**src/hdl/rv_dcd_pkg.sv**
```systemverilog
package rv_dcd_pkg;

	// major opcodes
	localparam logic [6:0] OPCODE_LUI = 7'b0110111;
	localparam logic [6:0] OPCODE_AUIPC = 7'b0010111;
	localparam logic [6:0] OPCODE_JAL = 7'b1101111;
	localparam logic [6:0] OPCODE_JALR = 7'b1100111;
	localparam logic [6:0] OPCODE_B = 7'b1100011;
	localparam logic [6:0] OPCODE_LD = 7'b0000011;
	localparam logic [6:0] OPCODE_STR = 7'b0100011;
	localparam logic [6:0] OPCODE_ARTH_IMM = 7'b0010011;
	localparam logic [6:0] OPCODE_ARTH_REG = 7'b0110011;
	localparam logic [6:0] OPCODE_ENV_CSR = 7'b1110011;

	// alu modes
	localparam logic [3:0] ALU_ADD = 4'd0;
	localparam logic [3:0] ALU_SUB = 4'd1;
	localparam logic [3:0] ALU_EQU = 4'd2;
	localparam logic [3:0] ALU_NEQU = 4'd3;
	localparam logic [3:0] ALU_SGN_LT = 4'd4;
	localparam logic [3:0] ALU_SGN_GET = 4'd5; // signed >=
	localparam logic [3:0] ALU_USGN_LT = 4'd6;
	localparam logic [3:0] ALU_USGN_GET = 4'd7; // unsigned >=
	localparam logic [3:0] ALU_XOR = 4'd8;
	localparam logic [3:0] ALU_OR = 4'd9;
	localparam logic [3:0] ALU_AND = 4'd10;
	localparam logic [3:0] ALU_LG_LSH = 4'd11;
	localparam logic [3:0] ALU_LG_RSH = 4'd12;
	localparam logic [3:0] ALU_ATH_RSH = 4'd13;

	// access types, same encoding as funct3
	localparam logic [2:0] LS_BYTE = 3'b000;
	localparam logic [2:0] LS_HALF = 3'b001;
	localparam logic [2:0] LS_WORD = 3'b010;
	localparam logic [2:0] LS_BYTE_U = 3'b100;
	localparam logic [2:0] LS_HALF_U = 3'b101;

	localparam logic [1:0] CSR_UPD_LOAD = 2'b00;
	localparam logic [1:0] CSR_UPD_SET = 2'b01;
	localparam logic [1:0] CSR_UPD_CLR = 2'b10;

	localparam logic [2:0] F3_SHIFT_R = 3'b101; // srli and srai
	localparam logic [2:0] F3_MUL = 3'b000;
	localparam logic [2:0] F3_MULHSU = 3'b010;
	localparam logic [2:0] F3_MULHU = 3'b011;
	localparam logic [2:0] F3_DIVU = 3'b101;
	localparam logic [2:0] F3_REMU = 3'b111;
	localparam logic [2:0] F3_CSRRW = 3'b001;
	localparam logic [2:0] F3_CSRRS = 3'b010;
	localparam logic [2:0] F3_CSRRC = 3'b011;
	localparam logic [2:0] F3_CSRRWI = 3'b101;
	localparam logic [2:0] F3_CSRRSI = 3'b110;
	localparam logic [2:0] F3_CSRRCI = 3'b111;

	typedef struct packed {
		logic [6:0] funct7;
		logic [4:0] rs2;
		logic [4:0] rs1;
		logic [2:0] funct3;
		logic [4:0] rd;
		logic [6:0] opcode;
	} r_fmt_t;

	typedef struct packed {
		logic [11:0] imm;
		logic [4:0] rs1;
		logic [2:0] funct3;
		logic [4:0] rd;
		logic [6:0] opcode;
	} i_fmt_t;

	typedef struct packed {
		logic [6:0] imm_hi;
		logic [4:0] rs2;
		logic [4:0] rs1;
		logic [2:0] funct3;
		logic [4:0] imm_lo;
		logic [6:0] opcode;
	} s_fmt_t;

	typedef struct packed {
		logic [19:0] imm;
		logic [4:0] rd;
		logic [6:0] opcode;
	} u_fmt_t;

	typedef union packed {
		r_fmt_t r;
		i_fmt_t i;
		s_fmt_t s;
		u_fmt_t u;
	} inst_word_u;

	typedef struct packed {
		logic is_b;
		logic is_jal;
		logic is_jalr;
		logic is_load;
		logic is_store;
		logic is_csr_rw;
		logic is_mul;
		logic is_div;
		logic is_rem;
		logic [20:0] jump_ofs_imm;
		logic inst_len_type; // 1 for 32-bit, 0 for 16-bit
	} pre_dcd_msg_t;

	typedef struct packed {
		logic [31:0] load_reg_imm;
		logic [31:0] ls_ofs_imm;
		logic [31:0] arth_imm;
		logic [31:0] csr_upd_imm;
	} imm_set_t;

	typedef struct packed {
		logic [3:0] mode;
		logic [31:0] op1;
		logic [31:0] op2;
	} alu_op_msg_t;

	typedef struct packed {
		logic [2:0] ls_type;
		logic ls_addr_aligned;
	} lsu_op_msg_t;

	typedef struct packed {
		logic [32:0] op_a;
		logic [32:0] op_b;
		logic res_sel; // 1 selects the high product word
	} mul_div_op_msg_t;

	typedef struct packed {
		logic [11:0] addr;
		logic [1:0] upd_type;
		logic [31:0] upd_mask_v;
	} csr_op_msg_t;

	typedef struct packed {
		alu_op_msg_t alu_op;
		lsu_op_msg_t lsu_op;
		mul_div_op_msg_t mul_div_op;
		csr_op_msg_t csr_op;
		logic [31:0] brc_pc_upd;
	} dcd_res_t;

endpackage

```
**src/hdl/rv_alu_op_decoder.sv**
```systemverilog
module rv_alu_op_decoder (
	input  rv_dcd_pkg::inst_word_u inst,
	input  rv_dcd_pkg::pre_dcd_msg_t pre_dcd,
	input  logic [31:0] pc_of_inst,
	input  logic [31:0] rs1_v,
	input  logic [31:0] rs2_v,
	input  rv_dcd_pkg::imm_set_t imm,
	output rv_dcd_pkg::alu_op_msg_t alu_op
);
	import rv_dcd_pkg::*;

	logic [2:0] funct3;
	logic alt; // inst bit 30
	logic is_lui;
	logic is_auipc;
	logic is_jump;
	logic is_mem;
	logic is_arth_imm;
	logic is_arth_reg;
	logic [3:0] mode;
	logic [31:0] op1;
	logic [31:0] op2;

	assign funct3 = inst.r.funct3;
	assign alt = inst.r.funct7[5];

	assign is_lui = inst.r.opcode == OPCODE_LUI;
	assign is_auipc = inst.r.opcode == OPCODE_AUIPC;
	assign is_jump = pre_dcd.is_jal | pre_dcd.is_jalr;
	assign is_mem = pre_dcd.is_load | pre_dcd.is_store;
	assign is_arth_imm = inst.r.opcode == OPCODE_ARTH_IMM;
	assign is_arth_reg = (inst.r.opcode == OPCODE_ARTH_REG) & ~inst.r.funct7[0]; // no m-ext

	always_comb begin
		mode = ALU_ADD; // lui, auipc, jumps, load and store
		if (pre_dcd.is_b) begin
			case (funct3)
				3'b000: mode = ALU_EQU;
				3'b001: mode = ALU_NEQU;
				3'b100: mode = ALU_SGN_LT;
				3'b101: mode = ALU_SGN_GET;
				3'b110: mode = ALU_USGN_LT;
				3'b111: mode = ALU_USGN_GET;
				default: mode = ALU_ADD;
			endcase
		end else if (is_arth_imm | is_arth_reg) begin
			case (funct3)
				3'b000: mode = (is_arth_reg & alt) ? ALU_SUB : ALU_ADD;
				3'b001: mode = ALU_LG_LSH;
				3'b010: mode = ALU_SGN_LT;
				3'b011: mode = ALU_USGN_LT;
				3'b100: mode = ALU_XOR;
				3'b101: mode = alt ? ALU_ATH_RSH : ALU_LG_RSH;
				3'b110: mode = ALU_OR;
				default: mode = ALU_AND;
			endcase
		end
	end

	always_comb begin
		if (is_auipc | is_jump)
			op1 = pc_of_inst;
		else if (pre_dcd.is_b | is_mem | is_arth_imm | is_arth_reg)
			op1 = rs1_v;
		else
			op1 = 32'd0; // lui adds to zero
	end

	always_comb begin
		if (is_jump)
			op2 = 32'd4; // link address
		else if (is_lui | is_auipc)
			op2 = imm.load_reg_imm;
		else if (is_mem)
			op2 = imm.ls_ofs_imm;
		else if (is_arth_imm)
			op2 = imm.arth_imm;
		else if (pre_dcd.is_b | is_arth_reg)
			op2 = rs2_v;
		else
			op2 = 32'd0;
	end

	assign alu_op = '{mode: mode, op1: op1, op2: op2};

endmodule

```
**src/hdl/rv_csr_op_decoder.sv**
```systemverilog
module rv_csr_op_decoder (
	input  rv_dcd_pkg::inst_word_u inst,
	input  logic [31:0] rs1_v,
	input  logic [31:0] csr_upd_imm,
	output rv_dcd_pkg::csr_op_msg_t csr_op
);
	import rv_dcd_pkg::*;

	logic [1:0] upd_type;
	logic [31:0] upd_mask_v;

	always_comb begin
		case (inst.i.funct3)
			F3_CSRRW: begin
				upd_type = CSR_UPD_LOAD;
				upd_mask_v = rs1_v;
			end
			F3_CSRRWI: begin
				upd_type = CSR_UPD_LOAD;
				upd_mask_v = csr_upd_imm;
			end
			F3_CSRRS: begin
				upd_type = CSR_UPD_SET;
				upd_mask_v = rs1_v;
			end
			F3_CSRRSI: begin
				upd_type = CSR_UPD_SET;
				upd_mask_v = csr_upd_imm;
			end
			F3_CSRRC: begin
				upd_type = CSR_UPD_CLR;
				upd_mask_v = ~rs1_v; // and-mask for clear
			end
			F3_CSRRCI: begin
				upd_type = CSR_UPD_CLR;
				upd_mask_v = ~csr_upd_imm;
			end
			default: begin
				upd_type = CSR_UPD_LOAD;
				upd_mask_v = 32'd0;
			end
		endcase
	end

	assign csr_op = '{addr: inst.i.imm, upd_type: upd_type, upd_mask_v: upd_mask_v};

endmodule

```
**src/hdl/rv_decode_stage.sv**
```systemverilog
module rv_decode_stage (
	input  logic clk,
	input  logic reset,
	input  logic inst_vld,
	input  rv_dcd_pkg::inst_word_u inst,
	input  rv_dcd_pkg::pre_dcd_msg_t pre_dcd,
	input  logic [31:0] pc_of_inst,
	input  logic [31:0] rs1_v,
	input  logic [31:0] rs2_v,
	input  logic prdt_jump,
	output logic dcd_vld,
	output rv_dcd_pkg::dcd_res_t dcd_res
);
	import rv_dcd_pkg::*;

	imm_set_t imm;
	alu_op_msg_t alu_op;
	lsu_op_msg_t lsu_op;
	mul_div_op_msg_t mul_div_op;
	csr_op_msg_t csr_op;
	logic [31:0] brc_ofs;
	logic [31:0] brc_pc_upd;

	rv_imm_decoder rv_imm_decoder_inst (
		.inst(inst),
		.is_store(pre_dcd.is_store),
		.imm(imm)
	);

	rv_alu_op_decoder rv_alu_op_decoder_inst (
		.inst(inst),
		.pre_dcd(pre_dcd),
		.pc_of_inst(pc_of_inst),
		.rs1_v(rs1_v),
		.rs2_v(rs2_v),
		.imm(imm),
		.alu_op(alu_op)
	);

	rv_lsu_op_decoder rv_lsu_op_decoder_inst (
		.inst(inst),
		.rs1_v(rs1_v),
		.ls_ofs_imm(imm.ls_ofs_imm),
		.lsu_op(lsu_op)
	);

	rv_mul_div_op_decoder rv_mul_div_op_decoder_inst (
		.inst(inst),
		.rs1_v(rs1_v),
		.rs2_v(rs2_v),
		.mul_div_op(mul_div_op)
	);

	rv_csr_op_decoder rv_csr_op_decoder_inst (
		.inst(inst),
		.rs1_v(rs1_v),
		.csr_upd_imm(imm.csr_upd_imm),
		.csr_op(csr_op)
	);

	// predicted taken means a miss falls through to the next instruction
	assign brc_ofs = prdt_jump ? (32'd2 << pre_dcd.inst_len_type) :
		{{11{pre_dcd.jump_ofs_imm[20]}}, pre_dcd.jump_ofs_imm};
	assign brc_pc_upd = pc_of_inst + brc_ofs;

	always_ff @(posedge clk) begin
		if (reset)
			dcd_vld <= 1'b0;
		else
			dcd_vld <= inst_vld;
	end

	always_ff @(posedge clk) begin
		if (inst_vld) begin
			dcd_res <= '{
				alu_op: alu_op,
				lsu_op: lsu_op,
				mul_div_op: mul_div_op,
				csr_op: csr_op,
				brc_pc_upd: brc_pc_upd
			};
		end
	end

	// one result per accepted instruction, one cycle later
	property p_vld_follows_inst;
		@(posedge clk) disable iff (reset)
			!$past(reset) |-> (dcd_vld == $past(inst_vld));
	endproperty
	a_vld_follows_inst: assert property (p_vld_follows_inst);

	property p_load_store_exclusive;
		@(posedge clk) disable iff (reset)
			inst_vld |-> !(pre_dcd.is_load && pre_dcd.is_store);
	endproperty
	a_load_store_exclusive: assert property (p_load_store_exclusive);

endmodule

```
**src/hdl/rv_imm_decoder.sv**
```systemverilog
module rv_imm_decoder (
	input  rv_dcd_pkg::inst_word_u inst,
	input  logic is_store,
	output rv_dcd_pkg::imm_set_t imm
);
	import rv_dcd_pkg::*;

	logic shift_r;
	logic [4:0] ofs_lo;
	logic [11:0] arth_field;

	assign shift_r = inst.i.funct3 == F3_SHIFT_R;

	// store keeps its low offset bits where a load has rd
	assign ofs_lo = is_store ? inst.s.imm_lo : inst.r.rs2;

	// drop the srai marker bit so shamt stays clean
	assign arth_field = inst.i.imm & {1'b1, ~shift_r, 10'h3ff};

	assign imm = '{
		load_reg_imm: {inst.u.imm, 12'd0},
		ls_ofs_imm: {{20{inst.s.imm_hi[6]}}, inst.s.imm_hi, ofs_lo},
		arth_imm: {{20{arth_field[11]}}, arth_field},
		csr_upd_imm: {27'd0, inst.i.rs1} // zimm in the rs1 slot
	};

endmodule

```
**src/hdl/rv_lsu_op_decoder.sv**
```systemverilog
module rv_lsu_op_decoder (
	input  rv_dcd_pkg::inst_word_u inst,
	input  logic [31:0] rs1_v,
	input  logic [31:0] ls_ofs_imm,
	output rv_dcd_pkg::lsu_op_msg_t lsu_op
);
	import rv_dcd_pkg::*;

	logic [2:0] ls_type;
	logic [1:0] addr_lo; // low address bits only
	logic aligned;

	assign ls_type = inst.i.funct3;
	assign addr_lo = rs1_v[1:0] + ls_ofs_imm[1:0];

	always_comb begin
		case (ls_type)
			LS_BYTE, LS_BYTE_U: aligned = 1'b1;
			LS_HALF, LS_HALF_U: aligned = ~addr_lo[0];
			LS_WORD: aligned = addr_lo == 2'b00;
			default: aligned = 1'b0;
		endcase
	end

	assign lsu_op = '{ls_type: ls_type, ls_addr_aligned: aligned};

endmodule

```
**src/hdl/rv_mul_div_op_decoder.sv**
```systemverilog
module rv_mul_div_op_decoder (
	input  rv_dcd_pkg::inst_word_u inst,
	input  logic [31:0] rs1_v,
	input  logic [31:0] rs2_v,
	output rv_dcd_pkg::mul_div_op_msg_t mul_div_op
);
	import rv_dcd_pkg::*;

	logic [2:0] funct3;
	logic a_unsigned;
	logic b_unsigned;

	assign funct3 = inst.r.funct3;

	assign a_unsigned = (funct3 == F3_MULHU) | (funct3 == F3_DIVU) | (funct3 == F3_REMU);
	// mulhsu takes rs2 as unsigned only
	assign b_unsigned = a_unsigned | (funct3 == F3_MULHSU);

	assign mul_div_op = '{
		op_a: {~a_unsigned & rs1_v[31], rs1_v},
		op_b: {~b_unsigned & rs2_v[31], rs2_v},
		res_sel: funct3 != F3_MUL // low word for mul
	};

endmodule

```
**config.mk**
```make
export PLATFORM = sky130hd
export DESIGN_NAME = rv_decode_stage
export DESIGN_NICKNAME = d
export VERILOG_FILES = /design/src/hdl/rv_dcd_pkg.sv /design/src/hdl/rv_alu_op_decoder.sv /design/src/hdl/rv_csr_op_decoder.sv /design/src/hdl/rv_decode_stage.sv /design/src/hdl/rv_imm_decoder.sv /design/src/hdl/rv_lsu_op_decoder.sv /design/src/hdl/rv_mul_div_op_decoder.sv
export SDC_FILE = /design/constraint.sdc
export NUM_CORES = 1
export LEC_CHECK = 0
export BUFFER_PORTS_ARGS = -buffer_cell sky130_fd_sc_hd__buf_2
export CAP_MARGIN = 20
export CORE_UTILIZATION = 45
export CTS_BUF_LIST = sky130_fd_sc_hd__clkbuf_16
export DETAILED_ROUTE_END_ITERATION = 16
export HOLD_SLACK_MARGIN = 0.1
export MAX_ROUTING_LAYER = met4
export PLACE_DENSITY = 0.79
export RECOVER_POWER = 50
export SLEW_MARGIN = 20
export SYNTH_ARGS = -nofsm -noshare
export SYNTH_HDL_FRONTEND = slang
export SYNTH_SLANG_ARGS = --single-unit
```
**constraint.sdc**
```tcl
create_clock -name clk -period 9.4 [get_ports clk]
set_input_delay 1.88 -clock clk [delete_from_list [all_inputs] [get_ports clk]]
set_output_delay 1.88 -clock clk [all_outputs]
set_load 0.02 [all_outputs]
```
# == Yosys cells after proc, flatten, opt, wreduce, memory -nomap -nowiden ==
# Cells that the tools add are included.
# word_totals
latch_bits,0
register_bits,218
word_cells,79
mem_bits_ro,0
mem_bits_rw,0
memories,0
# op_classes
mux,17
add_sub_neg,2
shift,1
div,0
magnitude_cmp,0
eq_ne,11
bitwise,24
n_reduce_logical,10
n_mul,0
# op_table
operator,n
$mux W32,7
$pmux W32 S4,1
$add A32 B32 Y32,1
$not A32 Y32,1
$not A5 Y32,1
$shl A2 B1 Y32 const A,1
$pmux W4 S7,1
$pmux W3 S6,1
$eq A7 B5 Y1 const B,2
$eq A7 B6 Y1 const B,2
$reduce_or A2 Y1,7
$and A12 B12 Y12,1
$eq A3 B3 Y1 const B,4
$or A1 B1 Y1,12
$mux W4,2
$eq A3 B2 Y1 const B,2
$mux W5,1
$not A1 Y1,5
$and A1 B1 Y1,4
$pmux W2 S2,1
$eq A3 B1 Y1 const B,1
$logic_not A3 Y1,1
$pmux W1 S3,1
$reduce_bool A3 Y1,1
other kinds (3),4

# == Logic depth before layout (Yosys ltp) ==
# depth
depth_word,7
ltp_mapped,12
depth_no_buf,11

# == By module ==
# A second synthesis with hierarchy kept.
# hier_totals
cells_unflattened,1176
area_unflattened_um2,13714.4
# by_module_without_submodules
module,area_each_um2,seq_area_each_um2,cells_each,instances
rv_decode_stage,8344.3,6536.3,470,1
rv_alu_op_decoder,2765.2,0.0,374,1
rv_csr_op_decoder,1013.5,0.0,125,1
rv_imm_decoder,987.2,0.0,130,1
rv_mul_div_op_decoder,514.2,0.0,69,1
rv_lsu_op_decoder,90.1,0.0,8,1

# == Worst setup path after synthesis ==
# OpenSTA, ideal clock, no wires.
# synth_timing
kind,input to register
startpoint,in prdt_jump
endpoint,reg dcd_res[24] (netlist bit) (data pin)
path_buffers,1
path_stages,11
required_ns,9.136
arrival_ns,4.246
slack_ns,4.890
cell_sequence,clkbuf_1 mux2i_1 inv_1 fa_1 nor2b_1 o211ai_1 a31oi_1 a21oi_1 o41ai_4 a21oi_1 xnor2_1
# synth_via
elab_chain_cells,2
# synth_rtl
item,line_no,source
"start, declared",rv_decode_stage.sv:10,"input logic prdt_jump,"
$mux W32,rv_decode_stage.sv:62,assign brc_ofs = prdt_jump ? (32'd2 << pre_dcd.inst_len_type) :
$add A32 B32 Y32,rv_decode_stage.sv:64,assign brc_pc_upd = pc_of_inst + brc_ofs;
net brc_pc_upd[24],rv_decode_stage.sv:22,logic [31:0] brc_pc_upd;
"end signal, assigned",rv_decode_stage.sv:75,dcd_res <= '{
"end, declared",rv_decode_stage.sv:12,output rv_dcd_pkg::dcd_res_t dcd_res
# The timed path passes the listed nets, and every way through them passes these cells.
# A chain may end at the register's enable or synchronous reset.

# == Final worst setup path ==
# layout_timing
startpoint,in inst_vld
endpoint,"reg dcd_res[74] (netlist bit), enable pin"
# layout_rtl
item,line_no,source
"start, declared",rv_decode_stage.sv:4,"input logic inst_vld,"
# No word-level cell between the ends.

==> metrics.txt <==
status=complete, but fails checks; failing checks=capacitance limit, slew limit; Max-slew headroom=-105.3%; count of final setup violators=0; 1st-iter DRT viols=slightly below 600; post-synthesis cell area=10850 µm²; Max IR drop VDD=0.1375 mV; EDFF count, synth=217; height of the die=157.3 µm; worst setup margin=4.321 ns; Startpoint Class=input pin; die area=24740 µm²; post-route ant nets=0; Crit. End Element=flop; clk slew on worst S/H paths=0.06 ns; fraction of registers with async set/reset=0%; gr usage total=24.90%; setup TNS=0 ns; first-pass GRT wire length=approximately 45000 µm; Routed WL=31280 µm; total leakage power=4.994 nW; Residual DRC=0; routed len/inst=19.95 µm; hold crit path type=input pin to flop; Netlist cell types=72; Slew Viols, Final=around 230; utilization after layout=56.85%; DRT Pass-1 Iters=5; Final Hold Fails=0; vias in the first global route=~8000; CTS root buffer=clkbuf_16; placed instance area=~13000 µm²; via count=8510; Worst-Margin Slew=around 3.1 ns; Worst Path Arrival=5.21 ns; Comb power frac=19.1%; CP Data Required Time=9.53 ns; Layout area overhead=23.31%; CP peak stage delay=2.13 ns; Reg area=6536 µm²; CTS tree=built; Worst path top cell family by delay=buffers and inverters; CTS H-tree lvls=1; core area=23540 µm²; Pint=0.001847 W; Syn Inst Count=871; Tmin final=5.079 ns; final instance area=13380 µm²; number of buffers created by CTS=24; CTS Sinks=218; most common cell after layout, fill and taps aside=clkbuf_1; worst path cell trace=clkbuf_1, buf_4; Final Total Pwr=0.002602 W; Max-Cap Viols=4; max frequency=approximately 0.2 GHz; Max stage delay cell, worst path=clkbuf_1; nets@finish=1423; CTS Hold Bufs=0; port bufs=376; # IOs=381; Warnings, synthesis=0; initial core utilization=a little under half; DP HPWL=22620 µm; clock network power share=34.5%; Avg Cell Area, Syn=12.46 µm²; Seq cells post-synth=218; worst-case clock buffer depth=3; post-CTS resize count=0; Multi-input gate area=4018 µm²; detailed-route vias per instance=5.427; Site Rows=56; WP buf/inv=2; predominant post-synthesis flop cell=edfxtp_1; fill cell count=2133; Reg power frac=46.4%; P_sw=0.0007549 W; most frequent cells in the layout=clkbuf_1, edfxtp_1, buf_2; Crit Path Category=input pin to flop; Sw Ratio=29.02%; CP max FO=86; register area share after synthesis=60.22%; die width=157.3 µm; syn_nets=approximately 1100; initial antenna violation count=5; RSZ-0062 raised after global routing=false; Cell Pwr Density=194.4 nW/µm²; GR Overflow Total=0; pre-CTS setup slack=4.334 ns; final period utilization=54.03%; Post-CTS Setup Inserts=0; layout cell share with drive strength beyond 1=about 17%; gpl congestion=0.9159; pin count of the biggest net entering global routing=between 80 and 90
-- power by group through the flow --
stage	combinational [W]	sequential [W]	clock (W)
floorplan	0.000188	0.00135	0
CTS	0.000519	0.00120	0.000909
detailed placement	0.000516	0.00122	0
global placement	0.000508	0.00122	0
global route	0.000533	0.00122	0.000945
finish	0.000496	0.00121	0.000898
-- metal layers --
layer / up-vias / part of all wire, % / global-route usage [%]
met5: - / 0 / -
met3: 72 / 8.2 / 4.956
li1: 3963 / - / -
met2: 443 / 50 / 43.49
met1: 4032 / 38 / 28.29
met4: 0 / 3.5 / 8.923
-- sequential cells by signal (all words and copies together) (netlist names) --
name	count
dcd_res	217
dcd_vld	1
-- metrics by stage --
step                hold WS, ns  instances
global route              1.510       1567
floorplan                 1.952        871
detailed placement        2.047       1519
CTS                       1.498       1562
finish                    1.512       1568
global placement          2.042       1519
-- cell type report --
class / instances / area share, %
timing repair buffer: 383 / 12.14
multi-input combinational: 587 / 30.02
antenna: 5 / 0.09348
tap: 319 / 2.982
sequential: 218 / 48.84
clock buffer: 25 / 4.674
clock inverter: 18 / 0.8881
inverter: 13 / 0.3646
-- final timing paths --
kind	depth (start not counted)	start	to
worst min-delay path	2	reset	dcd_vld
worst max-delay path	2	inst_vld	dcd_res[74]
-- cell families (layout without fill, tap and decap cells) --
group                      Yosys count  count (layout)  synth area share (%)
DFF                                218             218                 60.22
adders and majority gates           33              33                 3.873
and+or+nand+nor                    238             238                 11.17
muxes                               13              13                 1.233
buffers and inverters               66             439                 2.916
xor gates and xnor gates            62              62                 5.003
other                                0               5                     0
AOI/OAI and AO/OA                  241             241                 15.59
-- cell usage after synthesis, drive strengths merged, types with 3 or more instances --
master / n / area, µm²
a211oi: 3 / 22.52
a221oi: 4 / 35.03
nand4: 10 / 62.56
inv: 13 / 48.80
nor2: 23 / 93.84
nor2b: 31 / 201.4
o21ai: 66 / 330.3
a22oi: 4 / 50.05
a21o: 24 / 180.2
o31ai: 3 / 22.52
edfxtp: 217 / 6516
or2: 3 / 18.77
a21oi: 60 / 360.3
nand3: 6 / 30.03
nor3: 8 / 40.04
nand2: 108 / 445.4
mux2i: 10 / 100.1
o21a: 10 / 75.07
xnor2: 47 / 411.6
mux2: 3 / 33.78
o22ai: 3 / 18.77
clkbuf: 39 / 147.6
nand2b: 32 / 200.2
xor2: 15 / 131.4
a31oi: 5 / 31.28
a22o: 33 / 289.0
nor3b: 5 / 37.54
and2: 3 / 18.77
buf: 14 / 120.1
ha: 32 / 400.4
(Power assumes the default switching activity.)
